==> config.mk <==
export PLATFORM = sky130hd
export DESIGN_NAME = ray_fifo
export DESIGN_NICKNAME = d
export VERILOG_FILES = /design/src/design/rt_pkg.sv /design/src/design/ray_fifo.sv
export VERILOG_INCLUDE_DIRS = /design/src /design/src/design
export SDC_FILE = /design/constraint.sdc
export NUM_CORES = 1
export LEC_CHECK = 0
export BUFFER_PORTS_ARGS = -buffer_cell sky130_fd_sc_hd__buf_4
export CORE_AREA = 2 2 246 248
export DETAILED_ROUTE_END_ITERATION = 12
export DIE_AREA = 0 0 248 250
export HOLD_SLACK_MARGIN = 0.05
export PLACE_DENSITY = 0.91
export RECOVER_POWER = 25
export SETUP_SLACK_MARGIN = 0.5
export SKIP_CTS_REPAIR_TIMING = 1
export SLEW_MARGIN = 25
export SYNTH_ARGS = -nofsm -noshare
export SYNTH_HDL_FRONTEND = slang
export SYNTH_SLANG_ARGS = --single-unit
==> constraint.sdc <==
create_clock -name clk -period 46.4 [get_ports clk]
set_clock_uncertainty 0.05 [all_clocks]
set_input_delay 2.32 -clock clk [delete_from_list [all_inputs] [get_ports clk]]
set_output_delay 2.32 -clock clk [all_outputs]
set_load 0.005 [all_outputs]
==> src/design/rt_config.svh <==
`ifndef RT_CONFIG_SVH
`define RT_CONFIG_SVH

// ray IDs index the 512-entry ray store
`define RAY_ID_W 9

// register stages between the request port and the queue
`define PIPE_DEPTH 2

// the free-slot count is carried on 2 bits, so keep this at 3 or below
`define FIFO_DEPTH 3

`endif

==> src/design/rt_pkg.sv <==
`include "rt_config.svh"

package rt_pkg;

  typedef logic [`RAY_ID_W-1:0] ray_id_t;

  // truncated floats, the low mantissa bits are dropped
  typedef logic [15:0] float16_t;
  typedef logic [23:0] float24_t;
  typedef logic [31:0] float32_t;

  typedef struct packed {
    float32_t x;
    float32_t y;
    float32_t z;
  } vector_t;

  typedef struct packed {
    float24_t x;
    float24_t y;
    float24_t z;
  } vector24_t;

  typedef struct packed {
    vector_t p_int; // intersection point
    vector_t dir;
  } ray_vec_t;

  typedef struct packed {
    ray_id_t   ray_id;
    vector24_t normal;
    float24_t  f_color;
    float16_t  spec;
    logic      is_miss;
    logic      is_shadow;
    logic      is_last;
  } scache_to_shader_t;

  typedef struct packed {
    ray_id_t   ray_id;
    vector24_t normal;
    float24_t  f_color;
    float16_t  spec;
    logic      is_miss;
    logic      is_shadow;
    logic      is_last;
  } shade_req_t;

  typedef struct packed {
    shade_req_t req;
    ray_vec_t   ray;
  } dirpint_entry_t;

  typedef struct packed {
    ray_id_t  ray_id;
    float32_t k; // surface colour
    vector_t  n; // surface normal
    vector_t  p_int;
    float16_t spec;
    logic     is_miss;
    logic     is_shadow;
    logic     is_last;
  } dirpint_to_calc_direct_t;

  typedef struct packed {
    ray_id_t ray_id;
    vector_t normal;
    vector_t p_int;
    vector_t dir;
  } dirpint_to_sendreflect_t;

endpackage

==> src/design/ray_fifo.sv <==
`timescale 1ns/10ps
`include "rt_config.svh"

module ray_fifo (
  input  logic                   clk,
  input  logic                   rst_n,
  input  logic                   we,
  input  rt_pkg::dirpint_entry_t data_in,
  input  logic                   re,
  output rt_pkg::dirpint_entry_t data_out,
  output logic                   empty,
  output logic                   full,
  output logic [1:0]             num_left_in_fifo
);

  localparam logic [1:0] DEPTH = 2'(`FIFO_DEPTH);

  rt_pkg::dirpint_entry_t mem [`FIFO_DEPTH];

  logic [1:0] wr_ptr;
  logic [1:0] rd_ptr;
  logic [1:0] count;

  function automatic logic [1:0] next_ptr(input logic [1:0] ptr);
    logic [1:0] nxt;
    if (ptr == DEPTH - 2'd1) begin
      nxt = 2'd0;
    end else begin
      nxt = ptr + 2'd1;
    end
    return nxt;
  endfunction

  always_ff @(posedge clk) begin
    if (we) begin
      mem[wr_ptr] <= data_in;
    end
  end

  always_ff @(posedge clk) begin
    if (!rst_n) begin
      wr_ptr <= 2'd0;
      rd_ptr <= 2'd0;
      count  <= 2'd0;
    end else begin
      if (we) wr_ptr <= next_ptr(wr_ptr);
      if (re) rd_ptr <= next_ptr(rd_ptr);
      case ({we, re})
        2'b10:   count <= count + 2'd1;
        2'b01:   count <= count - 2'd1;
        default: count <= count; // idle, or a push and a pop together
      endcase
    end
  end

  assign data_out         = mem[rd_ptr]; // head is always on the output
  assign empty            = (count == 2'd0);
  assign full             = (count == DEPTH);
  assign num_left_in_fifo = DEPTH - count;

endmodule

-- After elaboration in Yosys (flattened, before gate mapping)
Memories as Yosys holds them, arrays and structs flattened. A register that Yosys moved wholly into a read port is not among the register bits.
Cells that the tools add are included.
- add/subtract/negate cells: 5
- reductions and logical operators: 2
- multiplexer cells: 7
- equal/unequal tests: 5
- operators by type and width (cell ; number):
    == test 2 bit (second input constant) ; 4
    2-to-1 mux 2 bit ; 4
    adder 2 x 1 -> 2 bit (second input constant) ; 3
    one-hot mux 2 bit (2 select lines) ; 1
    == test 2 x 1 -> 1 bit (second input constant) ; 1
    zero test 2 bit ; 1
    2-to-1 mux 1 bit ; 2
    nonzero test 2 bit ; 1
    subtractor 2 x 1 -> 2 bit (second input constant) ; 1
    subtractor 2 bit (first input constant) ; 1
- flip-flop bits (word level): 6
- memories: 1
- word-level logic and storage cells: 23
- output and inout bits: 320
- input bits: 320
- RAM bits: 948
- memories (name ; depth ; width ; rd ports ; clocked after memory_dff ; wr ports ; line ; text):
    mem ; 3 ; 316 ; 1 ; 1 ; 1 ; ray_fifo.sv:18 ; rt_pkg::dirpint_entry_t mem [`FIFO_DEPTH];

-- Longest topological paths before layout
Gate-level depths: netlist (run 1).
- depth after elaboration: 4
- gate-level depth with buffers: 5
- mapped depth without buffers: 5

-- Worst setup path after synthesis (run 1)
No wires, ideal clock.
- path kind: input to register
- start: input port we
- end: register wr_ptr[0]
- cell stages on the path: 3
- library setup time: 157 ps
- data arrival time: 24940 ps
- path buffers: 0
- slack: 21253 ps
- data required time: 46193 ps
- cell sequence: inv_1 > nor3_1 > o21a_1
- RTL lines (element ; line ; text):
    from (decl) ; ray_fifo.sv:7 ; input logic we,
    to (signal assigned) ; ray_fifo.sv:46 ; if (we) wr_ptr <= next_ptr(wr_ptr);
    to (decl) ; ray_fifo.sv:20 ; logic [1:0] wr_ptr;

==> flow_summary.toml, run 1 <==
[outcome]
status = "finished, final reports clean"

[cells_and_area]
drive_above_1_share_pct = 21.0
seqCellArea_um2 = 28600
design.final.nets = 3005
instances_no_fill = 3545
syn_to_final_growth_pct = 21.2
multi_input_area_um2 = 6110
nFillCells = 3406
final_util_pct = 72.0

[clock_tree]
htree_levels = 3
clockRootBuffer = "clkbuf_16"
cts_tree = "yes"
worstSkewPairLatency_ns = 0.62
clk_path_buf_depth = 3
cts.reportedPaths.clkPinSlew_ns = 0.06
numCtsBuffers = 90
cts_sinks = 956

[worst_hold_path]
hold-path-cell-count = 2
hold_class = "reg2reg"
hold_path.startpoint = "rd_ptr[1]$_SDFFE_PN0P_"

[yosys]
synth_nets = 2357
netlist_instances = 2036
ys_seq_area_share_pct = 80.9
synth_edf_count = 948
synthFlopType = "edfxtp_1"
synth-async-reset-ratio_pct = 0
ys_seq_elements = 956
synthesis.area_um2 = 35400
yosysWarnings = 0
synth_cell_types = 25
syn_avg_cell_area_um2 = 17.4

[placed_design]
port_buffers = 639
gp_congestion = 0.895
dp.cells = 3373
pre_cts_ws_ns = 40.12
dp_hpwl_mm = 53.1

[global_routing]
grt_use_met2_pct = 46.9
overflow = 0
grt_pass1_vias = 21250
grt_usage_pct = 27.5
grt_max_degree = 216
grt_busiest_layer = "met2"
grt_pass1_wl_mm = 127
grt_use_met1_pct = 31.1
grtUsageMet3_pct = 7.87
antenna_found_initial = 19

[sta]
hold_viol = 0
rsz0062_at_grt = "false"
slew_viol_final = 0
layout_setup_ws_ns = 39.36
setup_viol = 0
tns_ns = 0
whs_ns = 0.522
tightest_slew_ns = 1.17
fin_crit_sh_pct = 15.2
fmax_ghz = 0.142
min_period_ns = 7.04
slew_headroom_pct = 22.2

[setup_path]
r2r_slack_ns = 43.06
cp.arrival_ns = 4.67
endpoint_kind = "output port"
rr_endpoint = "mem[1][246]$_DFFE_PP_"
rr_worst_depth = 5
r2r-start = "wr_ptr[0]$_SDFFE_PN0P_"
path_max_fanout = 54
worstSetupStartpointType = "register"
worstSetupPathType = "reg2out"
critPathRequiredTime_ns = 44.03

[power_and_ir_drop]
p_per_area_nw_per_um2 = 43.9
power_frac_comb_pct = 9.4
p_switching_uw = 422
internal-power_uw = 1460
clkPwrFrac_pct = 37.2
power_frac_seq_pct = 53.4
swShare_pct = 22.4
ir_worst_vdd_mv = 0.0375
p_leak_uw = 0.0144

[drt]
avgRoutedWirePerCell_um = 24.6
drc = 0
dr_total_vias = 20626
firstDrtPassIters = 5
totalWireLength_mm = 87.2
antenna_left = 0
vias_per_cell = 5.82
dr.first_iter.drc_count = 1928

[floorplan]
die-area_um2 = 62000
die_w_um = 248
rows = 90
design.core.area_um2 = 59600
die_y_um = 250
initial_core_util_pct = 59.4
ios = 640

[run]
cap_violations = 0
[state kept, by name, summed over array words and instances, names as in the netlist, named ones only]
signal	flops
wr_ptr	2
mem	948
count	2
rd_ptr	2
[layout make-up]
cell class / count / area share [%]
timing repair buffer: 661 / 10.0
clock inverter: 41 / 1.01
clock buffer: 115 / 5.52
multi-input combinational: 972 / 14.3
inverter: 3 / 0.0263
sequential: 956 / 66.8
antenna: 15 / 0.0876
tap: 782 / 2.28
[critical path, stage by stage, from the launching register on]
cell and delay, ns:
dfxtp_4 0.88, buf_4 0.87, buf_4 0.66, buf_4 0.81
mux2i_1 0.39, o21ai_1 0.09, buf_4 0.16
[cells in the final DEF (no fill, tap or decap), types with 7 or more instances in the layout]
| master | n |
|---|---|
| buf_6 | 7 |
| o21ai_1 | 236 |
| clkbuf_1 | 228 |
| buf_4 | 439 |
| diode_2 | 15 |
| clkinv_1 | 17 |
| edfxtp_1 | 948 |
| o21ai_0 | 81 |
| mux2i_1 | 316 |
| nand2_1 | 318 |
| clkbuf_16 | 91 |
[kinds of logic after synthesis]
family / count (synthesis) / share of synthesized area, %
AOI/OAI and AO/OA: 322 / 4.59
xor gates and xnor gates: 2 / 0.0495
adders and majority gates: 1 / 0.0354
buffers and inverters: 108 / 1.86
DFF: 956 / 80.9
muxes: 316 / 8.94
and+or+nand+nor: 331 / 3.58
[layer usage]
metal  vias up  part of all wire [%]
li1       9031                     -
met1      9995                    33
met2      1313                    51
met3       273                    10
met4        14                   5.1
met5         -                  0.11
[metrics by stage]
stage | power [uW] | cell area [um2]
after floorplan | 1120 | 35400
after global placement | 1190 | 40700
after detailed placement | 1200 | 40700
after CTS | 1900 | 43500
after global routing | 1940 | 42900
final | 1880 | 42900
[worst max-delay path by stage]
stage / start / end / slack, ns
after floorplan: we / wr_ptr[0]$_SDFFE_PN0P_ / 21.25
after global placement: register / data_out[10] / 40.29
after detailed placement: register / data_out[291] / 40.12
after CTS: register / data_out[186] / 39.39
after global routing: register / data_out[186] / 39.20
final: register / data_out[186] / 39.36
[Yosys cell counts, types with 2 or more instances]
master / number / area, um2
buf_1: 3 / 11.3
a21boi_0: 2 / 15.0
inv_1: 3 / 11.3
dfxtp_1: 8 / 160
buf_4: 9 / 67.6
o21ai_0: 81 / 405
buf_6: 26 / 293
o21ai_1: 236 / 1180
xnor2_1: 2 / 17.5
nor2_1: 4 / 15.0
nor2b_1: 3 / 18.8
edfxtp_1: 948 / 28500
buf_2: 11 / 55.1
o21a_1: 3 / 22.5
nand2_1: 318 / 1190
mux2i_1: 316 / 3160
clkbuf_1: 55 / 206
[power groups by stage]
stage / Clock, uW / Combinational [uW] / Sequential [uW]
final: 701 / 176 / 1010
after global placement: 0 / 170 / 1020
after floorplan: 0 / 76.7 / 1040
after global routing: 740 / 187 / 1010
after detailed placement: 0 / 178 / 1020
after CTS: 709 / 182 / 1010
(Power assumes the default switching activity.)
==> run 2: changes to the inputs <==
--- a/config.mk
+++ b/config.mk
@@ -6,12 +6,12 @@
 export SDC_FILE = /design/constraint.sdc
 export NUM_CORES = 1
 export LEC_CHECK = 0
+export ABC_AREA = 1
 export BUFFER_PORTS_ARGS = -buffer_cell sky130_fd_sc_hd__buf_4
-export CORE_AREA = 2 2 246 248
+export CORE_UTILIZATION = 50
 export DETAILED_ROUTE_END_ITERATION = 12
-export DIE_AREA = 0 0 248 250
 export HOLD_SLACK_MARGIN = 0.05
-export PLACE_DENSITY = 0.91
+export PLACE_DENSITY = 0.82
 export RECOVER_POWER = 25
 export SETUP_SLACK_MARGIN = 0.5
 export SKIP_CTS_REPAIR_TIMING = 1
==> constraint.sdc (replaced) <==
create_clock -name clk -period 5.97 [get_ports clk]
set_clock_uncertainty 0.05 [all_clocks]
set_input_delay 0.2985 -clock clk [delete_from_list [all_inputs] [get_ports clk]]
set_output_delay 0.2985 -clock clk [all_outputs]
set_load 0.005 [all_outputs]
==> run 2 against run 1 <==
Effect of this change: critical path depth shrank 1; setup slack lost 38 ns; final cell count grew 22%; total power grew to 8.4 times the previous value; register-to-register slack lost 40 ns; first-iteration DRC count grew 41%; largest power group unchanged.
==> flow_summary.toml, run 2 <==
[sta]
setup_viol = 0
hold_viol = 0
fin_crit_sh_pct = 68.9
tns_ns = 0
layout_setup_ws_ns = 1.86
min_period_ns = 4.11
rsz0062_at_grt = "false"
fmax_ghz = 0.243
slew_viol_final = 0
slew_headroom_pct = 19.5
tightest_slew_ns = 1.21

[drt]
dr_total_vias = 24783
antenna_left = 0
avgRoutedWirePerCell_um = 23.1
dr.first_iter.drc_count = 2709
totalWireLength_mm = 100
firstDrtPassIters = 6
vias_per_cell = 5.71
drc = 0

[power_and_ir_drop]
p_leak_uw = 0.0168
p_per_area_nw_per_um2 = 343
ir_worst_vdd_mv = 0.367

[yosys]
synth_edf_count = 948
ys_seq_elements = 956
synthFlopType = "edfxtp_1"
yosysWarnings = 0
ys_seq_area_share_pct = 81.7
synth-async-reset-ratio_pct = 0
netlist_instances = 2398
syn_avg_cell_area_um2 = 14.6
synth_top_area_share_pct = 81.2
synth_commonest_cells = "edfxtp_1, a21oi_1, nand2_1"
synthesis.area_um2 = 35000
synth_most_common_cell = "edfxtp_1"
synth_area_leaders = "edfxtp_1, a21oi_1, nand2_1"
synth_nets = 2719
yosysTopAreaCell = "edfxtp_1"
synth_cell_types = 17

[placed_design]
pre_cts_ws_ns = 2.85
dp.cells = 3847
gp_congestion = 0.818
dp_hpwl_mm = 49.2
port_buffers = 639

[setup_path]
crit_path_max_incr_delay_ns = 0.83
crit_slowest_cell = "dfxtp_4"
worstSetupStartpointType = "register"
path_max_fanout = 165
worstSetupPathType = "reg2out"
cp.arrival_ns = 3.77
worstPathCellList = "buf_12 > buf_4 > a21oi_1 > a21oi_1 > buf_4"
endpoint_kind = "output port"
critPathRequiredTime_ns = 5.62

[clock_tree]
clk_path_buf_depth = 3
cts_tree = "yes"
htree_levels = 3
cts_sinks = 956
clockRootBuffer = "clkbuf_16"
worstSkewPairLatency_ns = 0.64
cts.reportedPaths.clkPinSlew_ns = 0.06
numCtsBuffers = 93

[global_routing]
grt_usage_pct = 23.0
antenna_found_initial = 14
overflow = 0
grt_max_degree = 173
grt_pass1_wl_mm = 124
grt_pass1_vias = 21326

[floorplan]
die_y_um = 267
ios = 640
rows = 96
initial_core_util_pct = 50.8
design.core.area_um2 = 68900
die_w_um = 267
die-area_um2 = 71200

[cells_and_area]
instances_no_fill = 4341
largest_reg_flops = 948
syn_to_final_growth_pct = 31.8
drive_above_1_share_pct = 18.4
design.final.nets = 3651
final_cell_mix = "edfxtp_1, a21oi_1, buf_4"
multi_input_area_um2 = 5670
top_register = "mem"
final_common_cell = "edfxtp_1"
nFillCells = 4347
seqCellArea_um2 = 28600

[outcome]
status = "finished, final reports clean"

[run]
cap_violations = 0

[worst_hold_path]
hold_class = "in2reg"
run 2: cell types whose count changed after synthesis, moves of 7 or more:
| cell | previous run | this run |
|---|---|---|
| nand2_1 | 318 | 325 |
| buf_6 | 26 | 2 |
| a21oi_1 | 0 | 636 |
| buf_2 | 11 | 104 |
| nor2_1 | 4 | 323 |
| mux2i_1 | 316 | 0 |
| clkbuf_1 | 55 | 21 |
| o21ai_0 | 81 | 1 |
| inv_1 | 3 | 11 |
| o21ai_1 | 236 | 0 |
run 2: stage by stage:
stage / hold slack (ns) / cell area (um2) / total power [uW] / util, %
floorplan: 0.347 / 35100 / 8790 / -
global route: 0.340 / 46200 / 16300 / 67.0
CTS: -0.251 / 43600 / 15500 / 63.3
detailed placement: 0.415 / 40600 / 9830 / 58.9
global placement: 0.408 / 40600 / 9780 / 58.9
finish: 0.359 / 46200 / 15800 / 67.0
run 2: logic make-up (layout without fill, tap and decap cells):
family	after synthesis	in the layout	share of synthesized area (%)
and+or+nand+nor	652	652	7.00
AOI/OAI and AO/OA	637	637	9.10
DFF	956	956	81.7
buffers and inverters	151	1152	2.15
xor gates and xnor gates	1	1	0.0250
other	0	11	0
adders and majority gates	1	1	0.0357
run 2: cell type report:
type	count	area share, %
Multi-Input combinational cell	1291	12.3
Tap cell	931	2.52
Antenna cell	11	0.0596
Clock buffer	112	5.28
Clock inverter	52	1.21
Sequential cell	956	62.0
Inverter	13	0.162
Timing Repair Buffer	975	16.5
run 2: worst max-delay path: cells and delay by family (launching register included):
kind	cells	cell delay, ns
buffers and inverters	3	1.39
DFF	1	0.83
AOI/OAI and AO/OA	2	0.45
run 2: worst paths after layout:
kind                                        startpoint                     end  slack [ns]  cells after the start
worst max-delay path                          register           data_out[187]        1.86                      5
worst max register to register  wr_ptr[0]$_SDFFE_PN0P_   mem[0][255]$_DFFE_PP_        3.36                      4
worst min-delay path                       data_in[54]    mem[0][54]$_DFFE_PP_        0.36                      2
worst min register to register  wr_ptr[1]$_SDFFE_PN0P_  wr_ptr[1]$_SDFFE_PN0P_        0.42                      2
run 2: layer usage:
layer / vias up / track usage, % / routed length (um)
met1: 12122 / 27.8 / 34600
li1: 10643 / - / -
met2: 1664 / 38.0 / 51300
met4: 6 / 10.9 / 5060
met3: 348 / 6.79 / 9370
met5: - / 0 / 41
run 2: where the power goes:
part	switching [uW]	internal (uW)	total, uW
registers	106	7710	7820
logic	1200	930	2130
clock network	2560	3320	5880
