==> src/design/rt_config.svh <==
`ifndef RT_CONFIG_SVH
`define RT_CONFIG_SVH

// ray IDs index the 512-entry ray store
`define RAY_ID_W 9

// register stages between the request port and the queue
`define PIPE_DEPTH 2

// the free-slot count is carried on 2 bits, so keep this at 3 or below
`define FIFO_DEPTH 3

`endif

==> src/design/rt_pkg.sv <==
`include "rt_config.svh"

package rt_pkg;

  typedef logic [`RAY_ID_W-1:0] ray_id_t;

  // truncated floats, the low mantissa bits are dropped
  typedef logic [15:0] float16_t;
  typedef logic [23:0] float24_t;
  typedef logic [31:0] float32_t;

  typedef struct packed {
    float32_t x;
    float32_t y;
    float32_t z;
  } vector_t;

  typedef struct packed {
    float24_t x;
    float24_t y;
    float24_t z;
  } vector24_t;

  typedef struct packed {
    vector_t p_int; // intersection point
    vector_t dir;
  } ray_vec_t;

  typedef struct packed {
    ray_id_t   ray_id;
    vector24_t normal;
    float24_t  f_color;
    float16_t  spec;
    logic      is_miss;
    logic      is_shadow;
    logic      is_last;
  } scache_to_shader_t;

  typedef struct packed {
    ray_id_t   ray_id;
    vector24_t normal;
    float24_t  f_color;
    float16_t  spec;
    logic      is_miss;
    logic      is_shadow;
    logic      is_last;
  } shade_req_t;

  typedef struct packed {
    shade_req_t req;
    ray_vec_t   ray;
  } dirpint_entry_t;

  typedef struct packed {
    ray_id_t  ray_id;
    float32_t k; // surface colour
    vector_t  n; // surface normal
    vector_t  p_int;
    float16_t spec;
    logic     is_miss;
    logic     is_shadow;
    logic     is_last;
  } dirpint_to_calc_direct_t;

  typedef struct packed {
    ray_id_t ray_id;
    vector_t normal;
    vector_t p_int;
    vector_t dir;
  } dirpint_to_sendreflect_t;

endpackage

==> src/design/pipe_valid_stall.sv <==
`timescale 1ns/10ps
`include "rt_config.svh"

module pipe_valid_stall (
  input  logic               clk,
  input  logic               rst_n,
  input  logic               us_valid,
  input  rt_pkg::shade_req_t us_data,
  output logic               us_stall,
  output logic               ds_valid,
  output rt_pkg::shade_req_t ds_data,
  input  logic [1:0]         num_left_in_fifo
);

  localparam int DEPTH = `PIPE_DEPTH;
  localparam int CNT_W = $clog2(DEPTH + 2);

  logic [DEPTH-1:0]   valid_q;
  rt_pkg::shade_req_t data_q [DEPTH];
  logic [CNT_W-1:0]   in_flight;
  logic [CNT_W-1:0]   demand;
  logic               accept;

  // every item already in a stage holds a queue slot, as does the new one
  always_comb begin
    in_flight = CNT_W'($countones(valid_q));
    demand    = in_flight + CNT_W'(us_valid);
    us_stall  = demand > CNT_W'(num_left_in_fifo);
  end

  assign accept = us_valid & ~us_stall;

  always_ff @(posedge clk) begin
    if (!rst_n) begin
      valid_q <= '0;
    end else begin
      valid_q[0] <= accept;
      for (int i = 1; i < DEPTH; i++) begin
        valid_q[i] <= valid_q[i-1];
      end
    end
  end

  // payload just shifts along behind the valid bits
  always_ff @(posedge clk) begin
    data_q[0] <= us_data;
    for (int i = 1; i < DEPTH; i++) begin
      data_q[i] <= data_q[i-1];
    end
  end

  assign ds_valid = valid_q[DEPTH-1];
  assign ds_data  = data_q[DEPTH-1];

endmodule

==> config.mk <==
export PLATFORM = sky130hd
export DESIGN_NAME = pipe_valid_stall
export DESIGN_NICKNAME = d
export VERILOG_FILES = /design/src/design/rt_pkg.sv /design/src/design/pipe_valid_stall.sv
export VERILOG_INCLUDE_DIRS = /design/src /design/src/design
export SDC_FILE = /design/constraint.sdc
export NUM_CORES = 1
export LEC_CHECK = 0
export BUFFER_PORTS_ARGS = -buffer_cell sky130_fd_sc_hd__clkbuf_2
export CAP_MARGIN = 20
export CORE_ASPECT_RATIO = 0.9
export CORE_UTILIZATION = 35
export DETAILED_ROUTE_END_ITERATION = 8
export GPL_TIMING_DRIVEN = 0
export HOLD_SLACK_MARGIN = 0.12
export SLEW_MARGIN = 10
export SYNTH_ARGS = -nofsm -noshare
export SYNTH_HDL_FRONTEND = slang
export SYNTH_SLANG_ARGS = --single-unit
==> constraint.sdc <==
create_clock -name clk -period 1.8 [get_ports clk]
set_input_delay 0.27 -clock clk [delete_from_list [all_inputs] [get_ports clk]]
set_output_delay 0.27 -clock clk [all_outputs]
set_load 0.01 [all_outputs]
* Yosys cells after proc, flatten, opt, wreduce, memory -nomap -nowiden
Memory sizes are Yosys's and may differ from the RTL's. Index checks and enable logic that the tools add are counted.
Storage, ports and cells: bits in registers 2, memory bits (writable) 248, output and inout bits 126, memories 1
Cells by class: add/subtract/negate cells 2, magnitude comparators 1, bitwise operators 2
Memories:
- data_q | words 2, width 124, read ports 2, clocked after memory_dff 0, wr ports 2, line pipe_valid_stall.sv:19 | rt_pkg::shade_req_t data_q [DEPTH];
Operators by type and width (count):
- 1-bit by 1-bit adder with 2-bit output | 1
- 2-bit by 1-bit adder with 2-bit output | 1
- 2-bit > comparator | 1
- 1-bit AND | 1
- 1-bit NOT | 1

* Logic depth before layout (Yosys ltp)
Gate-level depths: netlist of run 1.
word-level depth 5, gate-level depth with buffers 6, depth with buffers taken out 6

* Least setup slack after synthesis of run 1
OpenSTA, ideal clock, no wires.
kind reg2out, start point register valid_q[1], end point output port us_stall, data arrival time 1.433 ns, slack 0.097 ns, stages on the path, launching flop included 6, buffers on the path 0, cells stage by stage dfxtp_1 > inv_1 > fa_1 > ha_1 > and2_4 > nor2_1
On the way: cells in the longest elaborated chain, start to end 3
RTL lines:
- start: declaration | line pipe_valid_stall.sv:18 | logic [DEPTH-1:0] valid_q;
- start signal: indexed assignment | line pipe_valid_stall.sv:39 | valid_q[i] <= valid_q[i-1];
- 1-bit by 1-bit adder with 2-bit output (implied by the code) | line pipe_valid_stall.sv:26 | in_flight = CNT_W'($countones(valid_q));
- 2-bit by 1-bit adder with 2-bit output | line pipe_valid_stall.sv:27 | demand = in_flight + CNT_W'(us_valid);
- 2-bit > comparator | line pipe_valid_stall.sv:28 | us_stall = demand > CNT_W'(num_left_in_fifo);
- end: declaration | line pipe_valid_stall.sv:9 | output logic us_stall,
Every way passes these cells.

* Worst setup path after layout of run 1
start point register valid_q[0], end point output port us_stall
Same word-level chain as after synthesis.

==> results by group, run 1 <==
Logic synthesis
  – Yosys top cell area share: 0.829
  – Sequential-to-total area share from yosys stat: 0.829
  – Mean Syn Cell Area: 15.6 sq um
  – Yosys reg bits: 250
  – Dominant cell type by area after synthesis: dfxtp_1
  – Ys Warns: 0
  – Yosys cell types: 10
  – Mapped cell area: 0.00604 sq mm
  – Cells after synthesis: 388
  – Synth top area cells: dfxtp_1, buf_4, ha_1
  – Syn_nets: 520

Place
  – Port bufs: 254
  – Routability cong.: 0.658
  – Post-DP HPWL: 7.15 mm
  – Placed cells: 853

Route
  – Wire length on met1: 4.33 mm
  – DRT iter0 DRCs: 43
  – Via count: 3791
  – Post-Route WL: 12.0 mm
  – Highest metal used: met4
  – DR WL/cell: 11.7 um
  – Met3 Wirelength: 1.14 mm
  – Drt pass-1 iters: 3
  – ANT nets after route: 0
  – Via density: 3.71
  – DRC errors left: 0
  – DR WL met2: 6.12 mm

Timing
  – Clk_skew: 0.0136 ns
  – Worst Max-Slew Pin Slew: 0.144 ns
  – Tcrit/Tclk final: 1.22
  – Rel. slew slack: 0.904
  – Final Hold Viols: 0
  – RSZ-0062 raised after global routing: yes
  – Setup violators final: 1
  – Post-layout minimum cycle time: 2.20 ns
  – Final Slew Violations: 0
  – Fin worst setup slack: -0.401 ns
  – Fmax: 454 MHz

Finish
  – Nets: 926
  – Multi-input logic area: 85.1 sq um
  – Reg area: 0.00501 sq mm
  – Layout area overhead: 59.8%
  – Finished Layout Cells: 1023
  – FILL cells: 1329
  – N_diodes: 0
  – Final core utilization: 0.571
  – Share of cells above drive strength 1: 0.522

Worst hold path
  – Worst min path class: primary input to flip-flop

Floorplan
  – # IOs: 255
  – Row count: 45
  – Die ar.: 0.0178 sq mm
  – Chip Height: 127 um
  – Placeable Area: 0.0169 sq mm
  – Die Wd: 140 um
  – Initial Util: 0.358

Clock network
  – Clock transition at path regs: 0.06 ns
  – Clock Tree Root: clkbuf_16
  – Max clock buf depth: 3
  – Number of setup buffers added after CTS: 0
  – CTS tree: yes
  – CTS Sinks: 250
  – Number of CTS-inserted buffers: 24
  – Htree depth: 1
  – Worst-Skew Late Latency: 0.50 ns

Power and ir drop
  – Internal power: 9390 uW
  – Sequential power share: 0.503
  – Switch share: 0.201
  – Worst ir drop on vdd: 0.00103 V
  – Leakage: 0.00476 uW
  – NetSw: 2360 uW
  – Comb power frac: 0.071
  – Power Density: 1220 mW/mm^2
  – Clk pwr share: 0.426

Worst setup path
  – Critical Path AT: 1.93 ns
  – CP required: 1.53 ns
  – Slowest CP cell: fa_1
  – Critical path class: flip-flop to output pin
  – Setup crit end kind: output pin
  – Critical Path End: us_stall
  – Peak fanout along the critical path: 2
  – Cell Chain, Critical Path: inv_2 -> fa_1 -> ha_1 -> and2_4 -> nor2_2 -> buf_2
  – Reg-to-Reg End: valid_q[0]
  – RR Startpoint: valid_q[0]
  – Max stage delay on crit path: 0.45 ns
  – Critical path origin: valid_q[0]
  – FF-to-FF path depth: 5
  – Reg2reg setup slack: 0.26 ns
  – CP Launch Type: flip-flop

Global routing
  – Initial antenna violation count: 0
  – Grt total ovfl: 0
  – First-pass GRT wire length: 18.5 mm
  – Largest net degree at the start of global routing: 16
  – Vias in the first global route: 3996
  – GRT Total Usage: 0.132

Status
  – Status: finished with violations
  – Failing checks: setup timing

Flow run
  – Max-cap viol count: 0
[per-layer routing]
metal	global-route usage	vias to the layer above
met5	0	-
li1	-	1877
met4	0.0537	0
met3	0.0570	32
met1	0.125	1697
met2	0.250	185
[synthesized netlist by cell type]
master and number:
a21oi_2 1, and2_1 1, and2_4 1, buf_4 124, dfxtp_1 250, fa_1 1, ha_1 2, inv_1 6
nor2_1 1, o211a_1 1
[sequential cells by signal, summed over array words and instances, names as in the netlist]
register  count
data_q      248
valid_q       2
[layout make-up]
type | count | area share
timing repair buffer | 380 | 0.262
tap | 211 | 0.0274
buffer | 124 | 0.0964
sequential | 250 | 0.519
clock buffer | 33 | 0.0721
inverter | 6 | 0.00233
clock inverter | 11 | 0.0118
multi-input combinational | 8 | 0.00882
[worst min path at each step]
| stage | depth (start not counted) | startpoint | end | slack (ns) |
|---|---|---|---|---|
| after floorplan | 0 | us_data[0] | data_q[0][0] | 0.30 |
| after global placement | 0 | data_q[0][49] | data_q[0][173] | 0.31 |
| after detailed placement | 0 | data_q[0][1] | data_q[0][125] | 0.31 |
| after CTS | 4 | num_left_in_fifo[0] | valid_q[0] | 0.24 |
| after global routing | 4 | num_left_in_fifo[0] | valid_q[0] | 0.26 |
| final | 4 | num_left_in_fifo[0] | valid_q[0] | 0.26 |
[kinds of logic (layout without fill, tap and decap cells)]
kind of cell | Yosys count | count (layout) | synth area share
adders and majority gates | 3 | 3 | 0.00746
and+or+nand+nor | 3 | 3 | 0.00311
buffers and inverters | 130 | 554 | 0.158
AOI/OAI and AO/OA | 2 | 2 | 0.00311
DFF | 250 | 250 | 0.829
[cell usage in the layout, fill, tap and decap left out]
cell type	instances
clkinv_2	6
dfxtp_2	2
o211a_1	1
clkbuf_1	4
fa_1	1
clkbuf_8	4
inv_1	5
a21oi_2	1
dfxtp_1	248
clkbuf_16	25
clkbuf_2	253
buf_2	1
dlygate4sd3_1	126
bufinv_16	2
buf_4	124
inv_6	1
inv_2	1
ha_1	2
and2_4	1
nor2_2	1
and2_1	1
clkinvlp_4	2
[worst max-delay path, delay by kind of cell, from the launching register on]
kind	cells	cell delay, ns
adder cells (fa/ha/maj)	2	0.73
flip-flops	1	0.33
AND/OR/NAND/NOR	2	0.21
buffers and inverters	2	0.17
[what timing repair did]
action	in CTS	in global routing
hold buffers	126	0
endpoints found under the setup margin	1	1
gates resized for setup	4	1
pin swaps	1	0
hold endpoints to repair	126	0
cloned	0	0
[stage by stage]
stage                     total power (uW)  hold WS, ns  worst slack [ns]  cell area (sq um)  TNS (ns)
after floorplan                       6320        0.298            0.0970               6040         0
after global placement                6620        0.310           0.00962               7580         0
after detailed placement              6640        0.312          -0.00991               7580  -0.00991
after CTS                            11900        0.241            -0.438               9650    -0.438
after global routing                 12200        0.258            -0.478               9650    -0.478
final                                11700        0.261            -0.401               9650    -0.401
[power by group through the flow]
stage               logic, uW  registers (uW)  clock network (uW)
finish                    839            5910                5000
detailed placement        609            6030                   0
global route              900            5930                5420
CTS                       834            5910                5140
floorplan                 314            6000                   0
global placement          603            6020                   0
Note: power is estimated with default switching activity, not from simulation.
==> run 2: changes to the inputs <==
Settings changed: BUFFER_PORTS_ARGS -buffer_cell sky130_fd_sc_hd__clkbuf_2 to unset, DONT_BUFFER_PORTS set to 1.
==> run 2 against run 1 <==
Sequential power about the same. Sequential share of layout area increased by 7.9 points. Highest routed layer unchanged. Routed wire length shrank 14%. The run still ends with setup timing left.
==> results by group, run 2 (synthesized netlist as in run 1, its figures left out) <==
Power and ir drop
  – Sequential power share: 0.519 (+0.016)
  – Switch share: 0.190 (-0.0113)
  – NetSw: 2160 uW (-8.4%)
  – Worst ir drop on vdd: 0.000886 V (-14%)
  – Comb power frac: 0.052 (-0.019)
  – Power Density: 1360 mW/mm^2 (+12%)
  – Clk pwr share: 0.430 (+0.004)
  – Leakage: 0.00368 uW (-23%)
  – Final total power: 11400 uW (-2.9%)
  – Internal power: 9240 uW (-1.6%)

Worst hold path
  – Worst min path class: primary input to flip-flop

Worst setup path
  – Reg2reg setup slack: 0.20 ns (-0.06 ns)
  – Critical path origin: valid_q[1]
  – CP required: 1.53 ns (about the same)
  – FF-to-FF path depth: 5 (unchanged)
  – Peak fanout along the critical path: 2 (unchanged)
  – RR Startpoint: valid_q[1]
  – Cell Chain, Critical Path: inv_2 -> fa_1 -> ha_1 -> and2_4 -> nor2_4
  – Setup crit end kind: output pin
  – CP Launch Type: flip-flop
  – Critical Path End: us_stall
  – Slowest CP cell: fa_1
  – Reg-to-Reg End: valid_q[0]
  – Critical Path AT: 1.87 ns (-0.06 ns)
  – Critical path class: flip-flop to output pin
  – Max stage delay on crit path: 0.44 ns (about the same)

Timing
  – Rel. slew slack: 0.895 (-0.00933)
  – Setup violators final: 1 (unchanged)
  – Tcrit/Tclk final: 1.19 (-0.0357)
  – Final Slew Violations: 0 (unchanged)
  – RSZ-0062 raised after global routing: yes
  – Fin worst setup slack: -0.337 ns (+0.0643 ns)
  – Clk_skew: 0.0150 ns (+0.00140 ns)
  – Post-layout minimum cycle time: 2.14 ns (-0.0643 ns)
  – Fmax: 468 MHz (+3.0%)
  – Worst Max-Slew Pin Slew: 0.158 ns (+0.0136 ns)
  – Final Hold Viols: 0 (unchanged)

Route
  – Post-Route WL: 10.4 mm (-14%)
  – Via density: 3.73 (+0.73%)
  – ANT nets after route: 0 (unchanged)
  – Drt pass-1 iters: 3 (unchanged)
  – DRT iter0 DRCs: 27 (-37%)
  – Via count: 2848 (-25%)
  – DRC errors left: 0 (unchanged)
  – DR WL/cell: 13.6 um (+16%)

Place
  – Port bufs: 0 (-100%)
  – Area post-placement: 0.00630 sq mm (-17%)
  – Post-DP HPWL: 6.48 mm (-9.3%)
  – Routability cong.: 0.676 (+2.7%)

Floorplan
  – Row count: 45 (unchanged)
  – Die Wd: 140 um (unchanged)
  – Die ar.: 0.0178 sq mm (unchanged)
  – # IOs: 255 (unchanged)
  – Chip Height: 127 um (unchanged)
  – Placeable Area: 0.0169 sq mm (unchanged)
  – Initial Util: 0.358 (unchanged)

Finish
  – FILL cells: 1405 (+5.7%)
  – Commonest non-fill, non-tap cell in the layout: dfxtp_1
  – Reg with most FFs: data_q
  – N_diodes: 0 (unchanged)
  – Share of cells above drive strength 1: 0.297 (-0.225)
  – Biggest regs: data_q: 248 flops, valid_q: 2 flops
  – Layout area overhead: 38.6%
  – Largest register FFs: 248 (unchanged)
  – Multi-input logic area: 110 sq um (+29%)
  – Most used cells in the layout excluding fill and tap cells: dfxtp_1, dlygate4sd3_1, buf_4, clkbuf_16, inv_1
  – Layout Cell Area excl Fill: 0.00837 sq mm (-13%)
  – Reg area: 0.00501 sq mm (about the same)
  – Nets: 671 (-28%)

Clock network
  – CTS Sinks: 250 (unchanged)
  – Worst-Skew Late Latency: 0.49 ns (about the same)
  – CTS tree: yes
  – Max clock buf depth: 3 (unchanged)
  – Clock Tree Root: clkbuf_16
  – Htree depth: 1 (unchanged)
  – Clock transition at path regs: 0.06 ns (about the same)
  – Number of CTS-inserted buffers: 23 (-4.2%)
  – Number of setup buffers added after CTS: 0 (unchanged)

Global routing
  – Met1 track demand over resource: 0.114 (-0.0111)
  – Largest net degree at the start of global routing: 16 (unchanged)
  – First-pass GRT wire length: 15.5 mm (-17%)
  – Initial antenna violation count: 0 (unchanged)
  – Met2 Use GR: 0.202 (-0.0479)
  – GRT Total Usage: 0.113 (-0.0197)
  – Grt peak-use layer: met2
  – Grt met3 use: 0.0495 (-0.00755)
  – Grt total ovfl: 0 (unchanged)
  – Vias in the first global route: 3096 (-23%)

Status
  – Failing checks: setup timing
  – Status: finished with violations

Flow run
  – Max-cap viol count: 0 (unchanged)
## run 2: changes by cell type in the layout (fill, tap and decap cells not counted), moves of 2 or more
cell | before | now
clkbuf_2 | 253 | 0
dfxtp_2 | 2 | 0
clkbuf_16 | 25 | 23
bufinv_16 | 2 | 4
clkinv_2 | 6 | 3
## run 2: per-stage QoR
step           hold WS (ns)  cells  setup TNS [ns]  setup WS [ns]   util
2_1_floorplan         0.298    388               0         0.0970      -
5_1_grt               0.211    763          -0.410         -0.410  0.496
6_report              0.234    763          -0.337         -0.337  0.496
3_3_place_gp          0.298    599               0         0.0277  0.373
3_5_place_dp          0.298    599        -0.00516       -0.00516  0.373
4_1_cts               0.195    763          -0.391         -0.391  0.494
## run 2: timing repair
| action | in CTS | in global routing |
|---|---|---|
| endpoints found under the hold margin | 126 | 0 |
| setup endpoints to repair | 1 | 1 |
| gates resized for setup | 4 | 3 |
| hold buffers | 126 | 0 |
| pin swaps | 2 | 1 |
## run 2: power by group through the flow
stage / combinational (uW) / sequential [uW] / clock (uW)
6_report: 591 / 5910 / 4900
5_1_grt: 627 / 5940 / 5310
4_1_cts: 581 / 5920 / 5050
3_5_place_dp: 353 / 6040 / 0
3_3_place_gp: 352 / 6020 / 0
2_1_floorplan: 314 / 6000 / 0
## run 2: critical path: cells and delay by family, from the launching register on
| kind | cells | cell delay (ns) |
|---|---|---|
| buffers and inverters | 1 | 0.04 |
| and+or+nand+nor | 2 | 0.25 |
| DFF | 1 | 0.36 |
| adders and majority gates | 2 | 0.73 |
## run 2: how the worst min path moves through the flow
stage | to | cells past startpoint | start
2_1_floorplan | data_q[0][0] | 0 | us_data[0]
3_3_place_gp | data_q[0][87] | 0 | us_data[87]
3_5_place_dp | data_q[0][21] | 0 | us_data[21]
4_1_cts | valid_q[0] | 3 | num_left_in_fifo[0]
5_1_grt | valid_q[0] | 3 | num_left_in_fifo[0]
6_report | valid_q[0] | 3 | num_left_in_fifo[0]
## run 2: cell type report
class	count	share of cell area
Buffer	124	0.111
Clock buffer	30	0.0755
Clock inverter	8	0.0170
Inverter	6	0.00269
Multi-Input combinational cell	8	0.0132
Sequential cell	250	0.598
Tap cell	211	0.0315
Timing Repair Buffer	126	0.151
## run 2: routing by layer
metal  wire length, um  vias up  part of all wire
li1                  -     1361                 -
met5                 0        -                 0
met4               331        0             0.032
met2              5170      174              0.50
met1              3800     1286              0.37
met3              1070       27              0.10
==> run 3: changes to the inputs <==
Settings changed: ABC_AREA set to 1, CORE_ASPECT_RATIO 0.9 to 1.25.
==> run 3 against run 2 <==
Global-route usage up 0.18 points. Area after synthesis increased by 0.19%. Highest routed layer unchanged. Core utilization shrank 0.068 points. Sequential share of layout area grew 0.25 points. Combinational power barely moved. Design area fell by 0.42%. Largest power group unchanged. Non-clock buffer count rose by 1. The flow still finishes with violations (setup timing). Largest cell class unchanged.
==> results by group, run 3 <==
Place
  – Area post-placement: 0.00633 sq mm (+0.36%)
  – Post-DP HPWL: 6.72 mm (+3.8%)
  – Routability cong.: 0.669 (-1.1%)
  – Port bufs: 0 (unchanged)

Floorplan
  – # IOs: 255 (unchanged)
  – Die ar.: 0.0178 sq mm (+0.20%)
  – Row count: 53 (+18%)
  – Chip Height: 149 um (+18%)
  – Die Wd: 120 um (-15%)
  – Placeable Area: 0.0168 sq mm (-0.28%)
  – Initial Util: 0.359 (+0.00168)

Logic synthesis
  – Yosys top cell area share: 0.827 (-0.00154)
  – Synth top area cells: dfxtp_1, buf_4, inv_1
  – Predominant post-synthesis flop cell: dfxtp_1
  – Count leader, synth: dfxtp_1
  – Number of synthesized flops with an enable pin: 0 (unchanged)
  – Syn_nets: 524 (+0.77%)
  – Yosys reg bits: 250 (unchanged)
  – Mean Syn Cell Area: 15.4 sq um (-0.84%)
  – Dominant cell type by area after synthesis: dfxtp_1
  – Top cells by count, synth: dfxtp_1, buf_4, inv_1
  – FFs w/ async S/R, synth: 0 (unchanged)
  – Cells after synthesis: 392 (+1.0%)
  – Mapped cell area: 0.00605 sq mm (+0.19%)
  – Yosys cell types: 10 (unchanged)
  – Sequential-to-total area share from yosys stat: 0.827 (-0.00154)
  – Ys Warns: 0 (unchanged)

Finish
  – Reg area: 0.00501 sq mm (unchanged)
  – Layout area overhead: 37.8%
  – Multi-input logic area: 96.3 sq um (-13%)
  – Most used cells in the layout excluding fill and tap cells: dfxtp_1, dlygate4sd3_1, buf_4, clkbuf_16
  – FILL cells: 1410 (+0.36%)
  – Largest register FFs: 248 (unchanged)
  – Nets: 676 (+0.75%)
  – Reg with most FFs: data_q
  – Share of cells above drive strength 1: 0.296 (-0.000673)
  – Layout Cell Area excl Fill: 0.00834 sq mm (-0.42%)
  – Commonest non-fill, non-tap cell in the layout: dfxtp_1
  – Biggest regs: data_q: 248 flops, valid_q: 2 flops

Worst hold path
  – Hold Startpoint: num_left_in_fifo[1]
  – Worst min path class: primary input to flip-flop
  – Worst Hold Depth: 5 (+2)

Power and ir drop
  – Final total power: 11100 uW (-3.1%)
  – Power Density: 1330 mW/mm^2 (-2.7%)
  – Worst ir drop on vdd: 0.00102 V (+15%)
  – Leakage: 0.00368 uW (about the same)

Worst setup path
  – CP required: 1.53 ns (about the same)
  – FF-to-FF path depth: 6 (+1)
  – RR Startpoint: valid_q[1]
  – Peak fanout along the critical path: 2 (unchanged)
  – Critical path class: flip-flop to output pin
  – CP Launch Type: flip-flop
  – Setup crit end kind: output pin
  – Critical Path AT: 1.95 ns (+0.08 ns)
  – Critical path origin: valid_q[1]

Clock network
  – Worst-Skew Late Latency: 0.50 ns (about the same)
  – Htree depth: 1 (unchanged)
  – CTS tree: yes
  – Clock Tree Root: clkbuf_16
  – Max clock buf depth: 3 (unchanged)
  – CTS Sinks: 250 (unchanged)
  – Clock transition at path regs: 0.06 ns (about the same)
  – Number of CTS-inserted buffers: 23 (unchanged)

Route
  – DR WL/cell: 13.6 um (about the same)
  – Post-Route WL: 10.6 mm (+2.5%)
  – Via density: 3.66 (-1.8%)
  – Via count: 2865 (+0.60%)
  – ANT nets after route: 0 (unchanged)
  – DRT iter0 DRCs: 73 (+170%)
  – DRC errors left: 0 (unchanged)
  – Drt pass-1 iters: 3 (unchanged)

Timing
  – Tcrit/Tclk final: 1.23 (+0.0443)
  – Final Hold Viols: 0 (unchanged)
  – Post-layout minimum cycle time: 2.22 ns (+0.0798 ns)
  – RSZ-0062 raised after global routing: yes
  – Fin worst setup slack: -0.417 ns (-0.0798 ns)
  – Fmax: 451 MHz (-3.6%)
  – Clk_skew: 0.00979 ns (-0.00518 ns)
  – Worst Max-Slew Pin Slew: 0.159 ns (+0.00127 ns)
  – Rel. slew slack: 0.894 (about the same)
  – Final Slew Violations: 0 (unchanged)
  – Hold WS: 0.190 ns (-0.0438 ns)
  – Setup violators final: 1 (unchanged)

Global routing
  – Largest net degree at the start of global routing: 15 (-1)
  – GRT Total Usage: 0.115 (+0.00177)
  – Grt total ovfl: 0 (unchanged)
  – Initial antenna violation count: 2 (+2)
  – Vias in the first global route: 3158 (+2.0%)
  – First-pass GRT wire length: 15.7 mm (+1.4%)

Flow run
  – Max-cap viol count: 0 (unchanged)

Status
  – Failing checks: setup timing
  – Status: finished with violations
## run 3: critical path, stage by stage, from the launching register on
cell	delay, ns
dfxtp_4	0.37
inv_2	0.04
fa_1	0.46
ha_1	0.30
nand2_2	0.07
a21boi_4	0.21
## run 3: worst paths after layout
check	to	slack [ns]
max reg2reg	valid_q[0]	0.26
min reg2reg	data_q[0][158]	0.31
max	us_stall	-0.42
min	valid_q[0]	0.19
## run 3: power breakdown
part	leakage, uW	total (uW)	switching [uW]	internal, uW
registers	0.00211	5910	80.0	5830
clock network	0.000358	4550	1900	2650
logic	0.00121	593	213	380
## run 3: what timing repair did
action	in CTS	in global routing
setup endpoints to repair	1	1
hold endpoints to repair	126	0
resized for setup	5	0
buffers inserted	1	0
hold buffers	126	0
pin swaps	2	1
## run 3: cell families (layout without fill, tap and decap cells)
family / after synthesis / count (layout) / share of synthesized area
compound gates: 2 / 2 / 0.00331
fa+ha+maj: 3 / 3 / 0.00744
buf+inv: 132 / 300 / 0.159
flops: 250 / 250 / 0.827
other cells: 0 / 2 / 0
simple gates: 5 / 5 / 0.00351
## run 3: per-stage QoR
| stage | setup slack [ns] | instances | TNS [ns] | util |
|---|---|---|---|---|
| after floorplan | 0.113 | 392 | 0 | - |
| after global placement | 0.0241 | 612 | 0 | 0.376 |
| after detailed placement | -0.0279 | 612 | -0.0279 | 0.376 |
| after CTS | -0.431 | 780 | -0.431 | 0.495 |
| after global routing | -0.500 | 781 | -0.500 | 0.495 |
| final | -0.417 | 782 | -0.417 | 0.495 |
## run 3: cell type report
cell class                      count  share of cell area
Sequential cell                   250               0.601
Timing Repair Buffer              127               0.152
Buffer                            124               0.112
Clock buffer                       37              0.0837
Tap cell                          220              0.0330
Multi-Input combinational cell     10              0.0116
Inverter                            8             0.00360
Clock inverter                      4             0.00285
Antenna cell                        2            0.000600
## run 3: routing by layer
metal,share of wire,routed length (um),up-vias,GRT usage
li1,-,-,1377,-
met1,0.32,3410,1295,0.103
met2,0.54,5790,159,0.216
met3,0.099,1060,34,0.0463
met4,0.036,382,0,0.0606
met5,0,0,-,0
